--- src/verilog/bp_cfg_pkg.sv ---
package bp_cfg_pkg;

    // Byte offset inside a 32-bit instruction word.
    localparam int PC_OFFSET = 2;

    // Chooser table sizing.
    localparam int CHOOSE_IDX_BITS = 5;

    // Gshare sizing; history is as long as the index.
    localparam int GLOBAL_IDX_BITS = 6;
    localparam int GHR_BITS = GLOBAL_IDX_BITS;

    // Local predictor sizing.
    localparam int LOCAL_IDX_BITS = 5;
    localparam int LOCAL_ROWS = 2**LOCAL_IDX_BITS;
    localparam int LHIST_BITS = 6;              // Also the pattern table index.

endpackage : bp_cfg_pkg

--- src/verilog/bp_types_pkg.sv ---
package bp_types_pkg;

    typedef logic [31:0] rv32i_word;

    typedef logic [1:0] ctr_t;                  // MSB is the taken guess.

    localparam ctr_t CTR_SNT = 2'b00;
    localparam ctr_t CTR_WNT = 2'b01;           // Reset value.
    localparam ctr_t CTR_ST = 2'b11;

    typedef enum logic [1:0] {
        sl,                                     // Strong local.
        wl,                                     // Weak local, reset value.
        wg,                                     // Weak global.
        sg                                      // Strong global.
    } choose_t;

    typedef struct packed {
        rv32i_word raddr;
    } bp_query_t;

    typedef struct packed {
        logic      update;
        logic      br_en;
        rv32i_word waddr;
    } bp_resolve_t;

    typedef struct packed {
        logic br_take;
        logic mispred;
    } bp_result_t;

    // One saturating step toward the resolved outcome.
    function automatic ctr_t ctr_step(ctr_t cur, logic taken);
        ctr_t nxt;
        nxt = cur;
        if (taken && cur != CTR_ST) begin
            nxt = cur + 2'd1;
        end else if (!taken && cur != CTR_SNT) begin
            nxt = cur - 2'd1;
        end
        return nxt;
    endfunction

endpackage : bp_types_pkg

--- src/verilog/sat_table.sv ---
`timescale 1ns/1ps

module sat_table #(
    parameter type    entry_t   = logic [1:0],
    parameter int     IDX_BITS  = 5,
    parameter entry_t RESET_VAL = entry_t'(0)
) (
    input  logic                clk,
    input  logic                rst,
    input  logic [IDX_BITS-1:0] raddr,
    input  logic [IDX_BITS-1:0] waddr,
    input  logic                we,
    input  entry_t              wdata,
    output entry_t              rdata
);

    localparam int ROWS = 2**IDX_BITS;

    entry_t mem [ROWS];

    // Read sees the state before this cycle's write.
    assign rdata = mem[raddr];

    always_ff @(posedge clk) begin
        if (rst) begin
            for (int i = 0; i < ROWS; i++) begin
                mem[i] <= RESET_VAL;
            end
        end else if (we) begin
            mem[waddr] <= wdata;
        end
    end

endmodule : sat_table

--- src/verilog/gbht.sv ---
`timescale 1ns/1ps

module gbht
    import bp_cfg_pkg::*;
    import bp_types_pkg::*;
(
    input  logic      clk,
    input  logic      rst,
    input  logic      update,
    input  logic      br_en,
    input  rv32i_word raddr,
    input  rv32i_word waddr,
    output logic      br_take,
    output logic      mispred
);

    logic [GHR_BITS-1:0]        ghr;
    logic [GLOBAL_IDX_BITS-1:0] r_idx;
    logic [GLOBAL_IDX_BITS-1:0] w_idx;
    ctr_t                       r_ctr;
    ctr_t                       w_ctr;
    ctr_t                       w_next;

    assign r_idx = raddr[GLOBAL_IDX_BITS+PC_OFFSET-1:PC_OFFSET] ^ ghr;
    assign w_idx = waddr[GLOBAL_IDX_BITS+PC_OFFSET-1:PC_OFFSET] ^ ghr;

    assign br_take = r_ctr[1];
    assign mispred = w_ctr[1] ^ br_en;
    assign w_next  = ctr_step(w_ctr, br_en);

    // Two copies with identical writes give a read port per side.
    sat_table #(
        .entry_t   (ctr_t),
        .IDX_BITS  (GLOBAL_IDX_BITS),
        .RESET_VAL (CTR_WNT)
    ) pred_tbl (
        .clk   (clk),
        .rst   (rst),
        .raddr (r_idx),
        .waddr (w_idx),
        .we    (update),
        .wdata (w_next),
        .rdata (r_ctr)
    );

    sat_table #(
        .entry_t   (ctr_t),
        .IDX_BITS  (GLOBAL_IDX_BITS),
        .RESET_VAL (CTR_WNT)
    ) train_tbl (
        .clk   (clk),
        .rst   (rst),
        .raddr (w_idx),
        .waddr (w_idx),
        .we    (update),
        .wdata (w_next),
        .rdata (w_ctr)
    );

    always_ff @(posedge clk) begin
        if (rst) begin
            ghr <= '0;
        end else if (update) begin
            ghr <= {ghr[GHR_BITS-2:0], br_en};  // Newest outcome in LSB.
        end
    end

endmodule : gbht

--- src/verilog/lbht.sv ---
`timescale 1ns/1ps

module lbht
    import bp_cfg_pkg::*;
    import bp_types_pkg::*;
(
    input  logic      clk,
    input  logic      rst,
    input  logic      update,
    input  logic      br_en,
    input  rv32i_word raddr,
    input  rv32i_word waddr,
    output logic      br_take,
    output logic      mispred
);

    logic [LHIST_BITS-1:0]     lhist [LOCAL_ROWS];
    logic [LOCAL_IDX_BITS-1:0] r_row;
    logic [LOCAL_IDX_BITS-1:0] w_row;
    logic [LHIST_BITS-1:0]     r_pat;
    logic [LHIST_BITS-1:0]     w_pat;
    ctr_t                      r_ctr;
    ctr_t                      w_ctr;
    ctr_t                      w_next;

    assign r_row = raddr[LOCAL_IDX_BITS+PC_OFFSET-1:PC_OFFSET];
    assign w_row = waddr[LOCAL_IDX_BITS+PC_OFFSET-1:PC_OFFSET];

    assign r_pat = lhist[r_row];
    assign w_pat = lhist[w_row];               // Pre-update history trains.

    assign br_take = r_ctr[1];
    assign mispred = w_ctr[1] ^ br_en;
    assign w_next  = ctr_step(w_ctr, br_en);

    sat_table #(
        .entry_t   (ctr_t),
        .IDX_BITS  (LHIST_BITS),
        .RESET_VAL (CTR_WNT)
    ) pred_pht (
        .clk   (clk),
        .rst   (rst),
        .raddr (r_pat),
        .waddr (w_pat),
        .we    (update),
        .wdata (w_next),
        .rdata (r_ctr)
    );

    sat_table #(
        .entry_t   (ctr_t),
        .IDX_BITS  (LHIST_BITS),
        .RESET_VAL (CTR_WNT)
    ) train_pht (
        .clk   (clk),
        .rst   (rst),
        .raddr (w_pat),
        .waddr (w_pat),
        .we    (update),
        .wdata (w_next),
        .rdata (w_ctr)
    );

    always_ff @(posedge clk) begin
        if (rst) begin
            for (int i = 0; i < LOCAL_ROWS; i++) begin
                lhist[i] <= '0;
            end
        end else if (update) begin
            lhist[w_row] <= {w_pat[LHIST_BITS-2:0], br_en};
        end
    end

endmodule : lbht

--- src/verilog/tournament_p.sv ---
`timescale 1ns/1ps

module tournament_p
    import bp_cfg_pkg::*;
    import bp_types_pkg::*;
(
    input  logic      clk,
    input  logic      rst,
    input  logic      update,
    input  logic      br_en,
    input  rv32i_word raddr,
    input  rv32i_word waddr,
    output logic      br_take,
    output logic      mispred
);

    logic [CHOOSE_IDX_BITS-1:0] r_row;
    logic [CHOOSE_IDX_BITS-1:0] w_row;
    choose_t                    r_stored;
    choose_t                    r_state;
    choose_t                    w_state;
    choose_t                    state_in;
    logic                       g_br_take;
    logic                       l_br_take;
    logic                       g_mispred;
    logic                       l_mispred;

    assign r_row = raddr[CHOOSE_IDX_BITS+PC_OFFSET-1:PC_OFFSET];
    assign w_row = waddr[CHOOSE_IDX_BITS+PC_OFFSET-1:PC_OFFSET];

    // Forward the pending chooser write to a same-row read.
    assign r_state = (update && r_row == w_row) ? state_in : r_stored;

    assign br_take = (r_state inside {sl, wl}) ? l_br_take : g_br_take;
    assign mispred = (w_state inside {sl, wl}) ? l_mispred : g_mispred;

    gbht gbht (
        .clk     (clk),
        .rst     (rst),
        .update  (update),
        .br_en   (br_en),
        .raddr   (raddr),
        .waddr   (waddr),
        .br_take (g_br_take),
        .mispred (g_mispred)
    );

    lbht lbht (
        .clk     (clk),
        .rst     (rst),
        .update  (update),
        .br_en   (br_en),
        .raddr   (raddr),
        .waddr   (waddr),
        .br_take (l_br_take),
        .mispred (l_mispred)
    );

    // Walk away from the side that alone got it wrong.
    always_comb begin
        state_in = w_state;
        if (l_mispred && !g_mispred) begin
            case (w_state)
                sl:      state_in = wl;
                wl:      state_in = wg;
                default: state_in = sg;
            endcase
        end else if (g_mispred && !l_mispred) begin
            case (w_state)
                sg:      state_in = wg;
                wg:      state_in = wl;
                default: state_in = sl;
            endcase
        end
    end

    sat_table #(
        .entry_t   (choose_t),
        .IDX_BITS  (CHOOSE_IDX_BITS),
        .RESET_VAL (wl)
    ) pred_choice (
        .clk   (clk),
        .rst   (rst),
        .raddr (r_row),
        .waddr (w_row),
        .we    (update),
        .wdata (state_in),
        .rdata (r_stored)
    );

    sat_table #(
        .entry_t   (choose_t),
        .IDX_BITS  (CHOOSE_IDX_BITS),
        .RESET_VAL (wl)
    ) train_choice (
        .clk   (clk),
        .rst   (rst),
        .raddr (w_row),
        .waddr (w_row),
        .we    (update),
        .wdata (state_in),
        .rdata (w_state)
    );

endmodule : tournament_p

--- src/verilog/branch_predictor.sv ---
`timescale 1ns/1ps

module branch_predictor
    import bp_types_pkg::*;
(
    input  logic        clk,
    input  logic        rst,
    input  bp_query_t   query,
    input  bp_resolve_t resolve,
    output bp_result_t  result
);

    logic br_take;
    logic mispred;

    tournament_p tournament_p (
        .clk     (clk),
        .rst     (rst),
        .update  (resolve.update),
        .br_en   (resolve.br_en),
        .raddr   (query.raddr),
        .waddr   (resolve.waddr),
        .br_take (br_take),
        .mispred (mispred)
    );

    assign result = '{br_take: br_take, mispred: mispred};

endmodule : branch_predictor

--- config.mk ---
export PLATFORM = sky130hd
export DESIGN_NAME = branch_predictor
export DESIGN_NICKNAME = d
export VERILOG_FILES = /design/src/verilog/bp_cfg_pkg.sv /design/src/verilog/bp_types_pkg.sv /design/src/verilog/sat_table.sv /design/src/verilog/gbht.sv /design/src/verilog/lbht.sv /design/src/verilog/tournament_p.sv /design/src/verilog/branch_predictor.sv
export SDC_FILE = /design/constraint.sdc
export NUM_CORES = 1
export LEC_CHECK = 0
export BUFFER_PORTS_ARGS = -buffer_cell sky130_fd_sc_hd__buf_4
export CORE_MARGIN = 8
export CORE_UTILIZATION = 25
export CTS_BUF_LIST = sky130_fd_sc_hd__clkbuf_8
export DETAILED_ROUTE_END_ITERATION = 8
export PLACE_DENSITY = 0.39
export SLEW_MARGIN = 20
export SYNTH_ARGS = -nofsm -noshare
export SYNTH_HDL_FRONTEND = slang
export SYNTH_SLANG_ARGS = --single-unit
--- constraint.sdc ---
create_clock -name clk -period 5.8 [get_ports clk]
set_clock_uncertainty 0.05 [all_clocks]
set_input_delay 0.58 -clock clk [delete_from_list [all_inputs] [get_ports clk]]
set_output_delay 0.58 -clock clk [all_outputs]
set_load 0.03 [all_outputs]
==> flow_metrics.env, run 1 <==
export IMPL_hpwl_um=66700
export IMPL_syn_cell_area_sq_um=28800
export IMPL_leakage_uw=0.0108
export IMPL_yosys_warnings=0
export IMPL_drc_errors=0
export IMPL_wl_per_cell_um=24.6
export IMPL_syn_nets=2438
export IMPL_worst_path_buf_inv=1
export IMPL_syn_to_final_growth_pct=13.9
export IMPL_regArea_sq_um=15500
export IMPL_core_sq_um=114000
export IMPL_max_stage_delay_ps=490
export IMPL_first_pass_iters=6
export IMPL_cp_startpoint="tournament_p.lbht.lhist[4][1]"
export IMPL_ioPinCount=70
export IMPL_gr_usage_all_layers_pct=15.2
export IMPL_post_place_cells=3810
export IMPL_sequentialPowerShare_pct=42.3
export IMPL_place_congestion=0.827
export IMPL_worst_setup_path_end_kind="output pin"
export IMPL_worstRegToRegCells=16
export IMPL_cts_max_level=3
export IMPL_drive_gt1_share_pct=22.8
export IMPL_r2r_slack_ps=960
export IMPL_cts_made_buffers=102
export IMPL_rows=124
export IMPL_finalNonFillerCells=3998
export IMPL_slew_headroom_pct=30.3
export IMPL_cp_slowest_cell="a221o_1"
export IMPL_cts_resized=0
export IMPL_worstMarginPinSlew_ps=1040
export IMPL_synth_common_cells="512 x edfxtp_1, 349 x nor2_1, 257 x nand2_1, 178 x nand3_1, 169 x nand2b_1"
export IMPL_required_ps=5170
export IMPL_r2r_start="tournament_p.lbht.lhist[4][1]"
export IMPL_start_util_pct=25.2
export IMPL_slew_violations=0
export IMPL_worstSkewPairLatency_ps=760
export IMPL_status="finished, final reports clean"
export IMPL_cts_hold_fix_buffers=0
export IMPL_cts_root_buf="clkbuf_8"
export IMPL_clock_fmax_mhz=180
export IMPL_worstSetupStartpointType="flop"
export IMPL_setup_viol=0
export IMPL_overflow=0
export IMPL_fin_tns_setup_ps=0
export IMPL_multi_input_area_sq_um=12400
export IMPL_cap_violations=0
export IMPL_nets=2474
export IMPL_synth_cell_type_count=90
export IMPL_critical_path_top_delay_family="compound AO/OA/AOI/OAI gates"
export IMPL_chipHeight_um=356
export IMPL_min_period_ps=5560
export IMPL_routed_via_density=5.04
export IMPL_rsz0062_at_grt="no"
export IMPL_synthTopCellsByArea="edfxtp_1 53%, mux4_2 11%, nor2_1 4.5%"
export IMPL_swShare_pct=34.3
export IMPL_grt_pass1_vias=20486
export IMPL_drt_antenna_violating_nets=0
export IMPL_synthMostInstantiatedCell="edfxtp_1"
export IMPL_grt_max_degree=74
export IMPL_p_per_area_nw_per_um2=308
export IMPL_synthCells=2366
export IMPL_antenna_found_initial=5
export IMPL_path_clk_slew_ps=60
export IMPL_avgSynthCellArea_sq_um=12.2
export IMPL_ys_ff_latch=518
export IMPL_cts_sinks=518
export IMPL_pwr_share_clk_pct=33.6
export IMPL_drt_iter0_drc=1715
export IMPL_endpoint="result[1]"
export IMPL_synthFlopType="edfxtp_1"
export IMPL_arrival_ps=4930
export IMPL_synth_edf_count=512
export IMPL_crit_fanout=17
export IMPL_hold_viol_final=0
export IMPL_ir_drop_mv=0.252
export IMPL_num_fill_cells=11691
export IMPL_synth_seq_area_share_pct=53.8
export IMPL_finalCritPeriodShare_pct=95.8
export IMPL_postCtsSetupRepairBufs=0
export IMPL_p_switching_uw=3470
export IMPL_worstPathCellList="mux2i_1 -> a22oi_1 -> and4_1 -> nand2_4 -> nand2_1 -> o221ai_1 -> a21o_1 -> a221o_1 -> o31a_1 -> o21ai_1 -> a31oi_1 -> mux2_1 -> buf_4"
export IMPL_wirelength_um=98300
export IMPL_grt_pass1_wl_um=143000
export IMPL_synth_top_cell_by_area="edfxtp_1"
export IMPL_hp_class="in -> reg"
export IMPL_portBuffers=17
export IMPL_intPower_uw=6650
export IMPL_cp_num_cells=13
export IMPL_r2r_end="tournament_p.lbht.train_pht.mem[10][0]"
export IMPL_clock_path_buffers=3
export IMPL_fp_dieArea_sq_um=126000
export IMPL_yosysTopAreaCellShare_pct=53.3
export IMPL_vias=20161
export IMPL_power_frac_comb_pct=24.1
export IMPL_synthArstFlopShare_pct=0
export IMPL_worstSetupPathType="reg -> out"
export IMPL_die_w_um=356
export IMPL_cts_tree="yes"
export IMPL_finalPower_uw=10100
-- stage by stage --
stage	utilization, %	area [sq um]	setup WS [ps]	hold WS, ps
after floorplan	-	28800	1210	497
after global placement	27.1	31000	219	526
after detailed placement	27.1	31000	209	547
after CTS	28.7	32800	222	124
after global routing	28.7	32800	46.1	149
final	28.7	32800	243	191
-- flip-flops by register name, indices dropped and copies added (netlist names) --
name,count
tournament_p.lbht.lhist,192
tournament_p.gbht.train_tbl.mem,128
tournament_p.lbht.pred_pht.mem,68
tournament_p.lbht.train_pht.mem,60
tournament_p.train_choice.mem,48
tournament_p.pred_choice.mem,16
tournament_p.gbht.ghr,6
-- how the worst min path moves through the flow --
stage	depth (start not counted)	endpoint	startpoint
floorplan	2	tournament_p.gbht.ghr[5]	tournament_p.gbht.ghr[5]
global placement	2	tournament_p.gbht.ghr[5]	tournament_p.gbht.ghr[5]
detailed placement	2	tournament_p.gbht.ghr[3]	tournament_p.gbht.ghr[3]
CTS	2	tournament_p.gbht.ghr[0]	rst
global route	2	tournament_p.gbht.ghr[0]	rst
finish	2	tournament_p.gbht.ghr[0]	rst
-- placed cells by master (no fill, tap or decap), drive strengths merged, types with 6 or more instances in the layout --
| cell | instances |
|---|---|
| buf | 140 |
| mux4 | 147 |
| o221ai | 17 |
| a211oi | 7 |
| o21ai | 27 |
| xnor2 | 10 |
| a311oi | 7 |
| a22oi | 36 |
| nand2 | 263 |
| o22ai | 32 |
| nand3 | 179 |
| xor2 | 16 |
| nor2b | 12 |
| inv | 48 |
| edfxtp | 512 |
| and2 | 6 |
| and4 | 6 |
| clkinv | 39 |
| clkbuf | 103 |
| and3 | 8 |
| mux2 | 39 |
| nand4 | 10 |
| a21oi | 36 |
| nor3 | 26 |
| or3 | 8 |
| dfxtp | 6 |
| a31oi | 6 |
| nand2b | 169 |
| mux2i | 84 |
| nor2 | 412 |
-- routing by layer --
metal,routed length (um),global-route usage [%]
met3,5390,2.50
met1,44100,21.0
met4,2190,3.88
met2,46600,24.7
met5,16,0
-- cells by family after synthesis --
family,count (synthesis),synth area share (%)
buf+inv,215,3.98
xor+xnor,26,0.868
fa+ha+maj,4,0.174
mux,270,16.0
compound gates,207,5.17
flops,518,53.8
simple gates,1126,20.1
-- power by group through the flow --
| stage | Sequential [uW] | Combinational, uW | Clock (uW) |
|---|---|---|---|
| CTS | 4280 | 2470 | 3510 |
| global placement | 4350 | 2460 | 0 |
| detailed placement | 4360 | 2460 | 0 |
| global route | 4290 | 2590 | 3650 |
| finish | 4280 | 2440 | 3400 |
| floorplan | 4320 | 1660 | 0 |
-- cell type report --
class | instances | area share [%]
Multi-Input combinational cell | 1633 | 37.6
Sequential cell | 518 | 47.2
Clock inverter | 81 | 1.15
Tap cell | 1512 | 5.76
Timing Repair Buffer | 140 | 3.89
Clock buffer | 103 | 4.32
Antenna cell | 4 | 0.0305
Inverter | 7 | 0.0800
Note: power is estimated with default switching activity, not from simulation.
==> run 2: changes to the inputs <==
- CORE_UTILIZATION: 25 -> 23
- PLACE_DENSITY: 0.39 -> 0.37
==> run 2 against run 1 <==
Wire length up 3.1%. Total power up 3.3%. Clock-buffer cell count down 1. Clock power up 6%. Die area up 8.3%. Highest routed layer is now met4. Utilization down 2.1 points. Cell area up 1.2%. Register-to-register slack worse by 100 ps. Largest cell class unchanged. Non-clock buffer count up 6. Sequential cell count unchanged.
==> flow_metrics.env, run 2 (synthesis gave the netlist of run 1 again) <==
export IMPL_status="finished, final reports clean"
export IMPL_fin_area_sq_um=33200
export IMPL_fp_dieArea_sq_um=137000
export IMPL_antenna_found_initial=3
export IMPL_cts_made_buffers=101
export IMPL_cts_hold_fix_buffers=0
export IMPL_finalCritPeriodShare_pct=96.9
export IMPL_required_ps=5170
export IMPL_chipHeight_um=370
export IMPL_dpl_cell_area_sq_um=31300
export IMPL_r2r_slack_ps=860
export IMPL_slew_violations=0
export IMPL_die_w_um=370
export IMPL_hold_ws_ps=169
export IMPL_pre_cts_ws_ps=240
export IMPL_grt_pass1_wl_um=148000
export IMPL_gr_usage_all_layers_pct=14.5
export IMPL_rows=130
export IMPL_core_sq_um=125000
export IMPL_clock_path_buffers=3
export IMPL_fin_tns_setup_ps=0
export IMPL_slew_headroom_pct=28.1
export IMPL_p_per_area_nw_per_um2=315
export IMPL_clock_fmax_mhz=178
export IMPL_cts_max_level=3
export IMPL_nets=2479
export IMPL_hold_end="tournament_p.gbht.ghr[0]"
export IMPL_drt_antenna_violating_nets=0
export IMPL_timing_final_ws_setup_ps=180
export IMPL_place_congestion=0.819
export IMPL_drive_gt1_share_pct=23.3
export IMPL_start_util_pct=23.1
export IMPL_intPower_uw=6870
export IMPL_cap_violations=0
export IMPL_grt_pass1_vias=20760
export IMPL_sequentialPowerShare_pct=41.0
export IMPL_worst_setup_path_end_kind="output pin"
export IMPL_pwr_share_clk_pct=34.3
export IMPL_arrival_ps=4990
export IMPL_worstRegToRegCells=17
export IMPL_worstSkewPairLatency_ps=770
export IMPL_cts_root_buf="clkbuf_8"
export IMPL_power_frac_comb_pct=24.7
export IMPL_regMostFlops="tournament_p.lbht.lhist"
export IMPL_p_switching_uw=3580
export IMPL_reg_largest_list="tournament_p.lbht.lhist x192, tournament_p.gbht.train_tbl.mem x128, tournament_p.lbht.pred_pht.mem x68"
export IMPL_grt_max_degree=77
export IMPL_largest_reg_flops=192
export IMPL_hold_viol_final=0
export IMPL_r2r_end="tournament_p.lbht.pred_pht.mem[51][0]"
export IMPL_crit_fanout=16
export IMPL_cts_resized=0
export IMPL_min_period_ps=5620
export IMPL_swShare_pct=34.3
export IMPL_leakage_uw=0.0108
export IMPL_post_place_cells=3954
export IMPL_hold_depth=3
export IMPL_r2r_start="tournament_p.lbht.lhist[6][1]"
export IMPL_postCtsSetupRepairBufs=0
export IMPL_layout_commonest_cell="edfxtp_1"
export IMPL_setup_viol=0
export IMPL_ir_drop_mv=0.240
export IMPL_path_clk_slew_ps=60
export IMPL_routed_via_density=4.81
export IMPL_rsz0062_at_grt="no"
export IMPL_worstSetupPathType="reg -> out"
export IMPL_wirelength_um=101000
export IMPL_worstMarginPinSlew_ps=1070
export IMPL_cts_sinks=518
export IMPL_ioPinCount=70
export IMPL_drt_iter0_drc=1584
export IMPL_portBuffers=17
export IMPL_syn_to_final_growth_pct=15.3
export IMPL_hp_class="in -> reg"
export IMPL_overflow=0
export IMPL_cts_tree="yes"
export IMPL_drc_errors=0
export IMPL_finalNonFillerCells=4144
export IMPL_hpwl_um=69500
export IMPL_holdCritStartpoint="resolve[32]"
export IMPL_layout_common_cells="512 x edfxtp_1, 349 x nor2_1, 257 x nand2_1, 178 x nand3_1, 169 x nand2b_1"
export IMPL_vias=19920
export IMPL_wl_per_cell_um=24.5
export IMPL_first_pass_iters=7
export IMPL_worstSetupStartpointType="flop"
==> run 2: changes by cell type in the layout (fill, tap and decap cells not counted), sizes merged <==
cell	before	now
inv	48	35
clkinv	39	47
buf	140	146
clkinvlp	0	5
bufinv	1	4
clkbuf	103	102
==> run 2: worst max path at each step <==
stage	depth (start not counted)	slack [ps]	to	start
floorplan	11	1210	result[1]	query[2]
global placement	19	230	tournament_p.lbht.train_pht.mem[11][0]	resolve[3]
detailed placement	18	240	tournament_p.lbht.train_pht.mem[16][1]	resolve[3]
CTS	13	70	result[1]	tournament_p.lbht.lhist[6][1]
global route	13	6	result[1]	tournament_p.lbht.lhist[6][1]
finish	13	180	result[1]	tournament_p.lbht.lhist[6][1]
==> run 2: final cells by class <==
type	count	area, sq um
fill	13042	91700
inverter	7	26.3
multi-input combinational	1633	12400
tap	1650	2060
antenna	4	10.0
clock inverter	84	507
timing repair buffer	146	1370
clock buffer	102	1400
sequential	518	15500
==> run 2: worst max-delay path: stages (launching register included) <==
cell	delay (ps)
edfxtp_1	360
mux2i_1	160
a22oi_1	350
and4_1	450
nand2_4	230
nand2_1	390
o221ai_1	190
a21o_1	240
a221o_1	490
o31a_1	350
o21ai_1	190
a31oi_1	130
mux2_1	460
buf_4	220
==> run 2: power by group through the flow <==
stage               sequential [uW]  clock, uW  combinational, uW
global route                   4290       3870               2730
finish                         4280       3590               2580
floorplan                      4320          0               1660
detailed placement             4360          0               2620
CTS                            4280       3710               2620
global placement               4350          0               2610
==> run 2: per-layer routing <==
layer	global-route usage (%)	up-vias	wire (um)
met5	0	-	0
met3	2.35	146	5100
met4	4.48	0	2710
li1	-	8910	-
met2	24.4	589	48900
met1	19.2	10275	44700
==> run 2: through the flow <==
step           utilization (%)  total power [uW]
2_1_floorplan                -              5980
3_3_place_gp              25.1              6970
3_5_place_dp              25.1              6970
4_1_cts                   26.6             10600
5_1_grt                   26.6             10900
6_report                  26.6             10500
==> run 3: changes to the inputs <==
- PLACE_DENSITY: 0.37 -> unset
==> run 3 against run 2 <==
Combinational power decreased by 9.7%. Maximum frequency decreased by 0.27%. Critical path depth increased by 2. Hold slack improved by 33 ps. Sequential share of layout area increased by 0.62 points. Non-clock buffer count decreased by 18. Global-route usage decreased by 2.6 points. Final cell count decreased by 0.99%. Highest routed layer unchanged. Die area unchanged. Cell area decreased by 1.3%. Clock power decreased by 9.7%. Sequential power about the same.
==> flow_metrics.env, run 3 (synthesis gave the netlist of run 1 again) <==
export IMPL_status="finished, final reports clean"
export IMPL_post_place_cells=3936
export IMPL_finalCritPeriodShare_pct=97.2
export IMPL_place_congestion=0.900
export IMPL_chipHeight_um=370
export IMPL_drt_iter0_drc=2199
export IMPL_path_clk_slew_ps=50
export IMPL_largest_reg_flops=192
export IMPL_finalNonFillerCells=4103
export IMPL_cp_slowest_cell="a221o_1"
export IMPL_leakage_uw=0.0106
export IMPL_die_w_um=370
export IMPL_gr_usage_all_layers_pct=12.0
export IMPL_nets=2452
export IMPL_cts_max_level=3
export IMPL_cap_violations=0
export IMPL_cts_made_buffers=92
export IMPL_core_sq_um=125000
export IMPL_fp_dieArea_sq_um=137000
export IMPL_worstSetupPathType="in -> out"
export IMPL_finalPower_uw=9850
export IMPL_hpwl_um=57200
export IMPL_arrival_ps=5010
export IMPL_path_common_cell="buf_4"
export IMPL_grt_pass1_vias=19850
export IMPL_hp_class="in -> reg"
export IMPL_start_util_pct=23.1
export IMPL_drive_gt1_share_pct=22.3
export IMPL_max_stage_delay_ps=490
export IMPL_cts_tree="yes"
export IMPL_slew_violations=0
export IMPL_required_ps=5170
export IMPL_rsz0062_at_grt="no"
export IMPL_worst_setup_path_end_kind="output pin"
export IMPL_overflow=0
export IMPL_rows=130
export IMPL_worstSetupStartpointType="primary input"
export IMPL_critical_path_top_delay_family="compound AO/OA/AOI/OAI gates"
export IMPL_clock_path_buffers=3
export IMPL_worstSkewPairLatency_ps=740
export IMPL_syn_to_final_growth_pct=13.8
export IMPL_layout_common_cells="512 x edfxtp_1, 347 x nor2_1, 257 x nand2_1, 178 x nand3_1, 169 x nand2b_1"
export IMPL_antenna_found_initial=3
export IMPL_drt_antenna_violating_nets=0
export IMPL_slew_headroom_pct=26.8
export IMPL_first_pass_iters=6
export IMPL_cts_sinks=518
export IMPL_routed_via_density=4.90
export IMPL_reg_largest_list="tournament_p.lbht.lhist x192, tournament_p.gbht.train_tbl.mem x128, tournament_p.lbht.pred_pht.mem x68"
export IMPL_grt_max_degree=91
export IMPL_vias=20099
export IMPL_drc_errors=0
export IMPL_worst_path_buf_inv=3
export IMPL_fin_tns_setup_ps=0
export IMPL_portBuffers=17
export IMPL_wl_per_cell_um=20.6
export IMPL_ir_drop_mv=0.220
export IMPL_hold_ws_ps=202
export IMPL_cts_root_buf="clkbuf_8"
export IMPL_ioPinCount=70
export IMPL_worstPathCellList="buf_4 -> buf_4 -> mux2i_1 -> a22oi_1 -> and4_1 -> nand2_4 -> nand2_1 -> o221ai_1 -> a21o_1 -> a221o_1 -> nor3_4 -> a311oi_1 -> a31oi_1 -> mux2_1 -> buf_4"
export IMPL_worstMarginPinSlew_ps=1090
export IMPL_setup_viol=0
export IMPL_min_period_ps=5640
export IMPL_layout_commonest_cell="edfxtp_1"
export IMPL_regMostFlops="tournament_p.lbht.lhist"
export IMPL_clock_fmax_mhz=177
export IMPL_cts_hold_fix_buffers=0
export IMPL_grt_pass1_wl_um=127000
export IMPL_crit_fanout=23
export IMPL_p_per_area_nw_per_um2=300
export IMPL_wirelength_um=84700
export IMPL_hold_viol_final=0
==> run 3: worst register-to-register path: cells and delay by family (launching register included) <==
kind | cells | cell delay (ps)
AOI/OAI and AO/OA | 4 | 1230
xor gates and xnor gates | 1 | 190
adders and majority gates | 1 | 230
buffers and inverters | 2 | 330
DFF | 1 | 360
muxes | 2 | 440
and+or+nand+nor | 6 | 1700
==> run 3: timing repair <==
action,CTS,global route
resized for setup,0,1
setup buffers,0,0
setup endpoints to repair,0,1
==> run 3: metrics by stage <==
step / area [sq um] / util [%] / worst slack [ps]
finish: 32800 / 26.3 / 165
global route: 32800 / 26.3 / 12.8
CTS: 32800 / 26.2 / 67.3
detailed placement: 31100 / 24.9 / 235
global placement: 31100 / 24.9 / 149
floorplan: 28800 / - / 1210
==> run 3: layout make-up <==
type	instances	area [sq um]
Antenna cell	4	10.0
Clock buffer	92	1270
Clock inverter	71	432
Fill cell	13040	92100
Inverter	7	26.3
Multi-Input combinational cell	1633	12400
Sequential cell	518	15500
Tap cell	1650	2060
Timing Repair Buffer	128	1160
==> run 3: worst paths after layout <==
kind                                 start                                endpoint  slack (ps)  depth (start not counted)
max                             resolve[3]                               result[1]         160                         15
min                            resolve[33]                tournament_p.gbht.ghr[0]         200                          3
max reg2reg  tournament_p.lbht.lhist[4][1]  tournament_p.lbht.train_pht.mem[10][0]         930                         16
min reg2reg       tournament_p.gbht.ghr[4]                tournament_p.gbht.ghr[4]         550                          2
==> run 3: layer usage <==
layer,vias up,part of all wire [%],wire length [um],GRT usage (%)
met4,0,3.4,2900,4.28
met5,-,0,0,0
met3,179,8.9,7530,2.59
met1,10156,41,34800,16.1
li1,8847,-,-,-
met2,917,47,39500,19.0
==> run 3: where the power goes <==
part           internal [uW]  switching (uW)  total, uW  leakage (uW)
clock network           1630            1610       3240      0.000995
registers               4220            61.5       4280       0.00478
logic                    717            1610       2330       0.00485
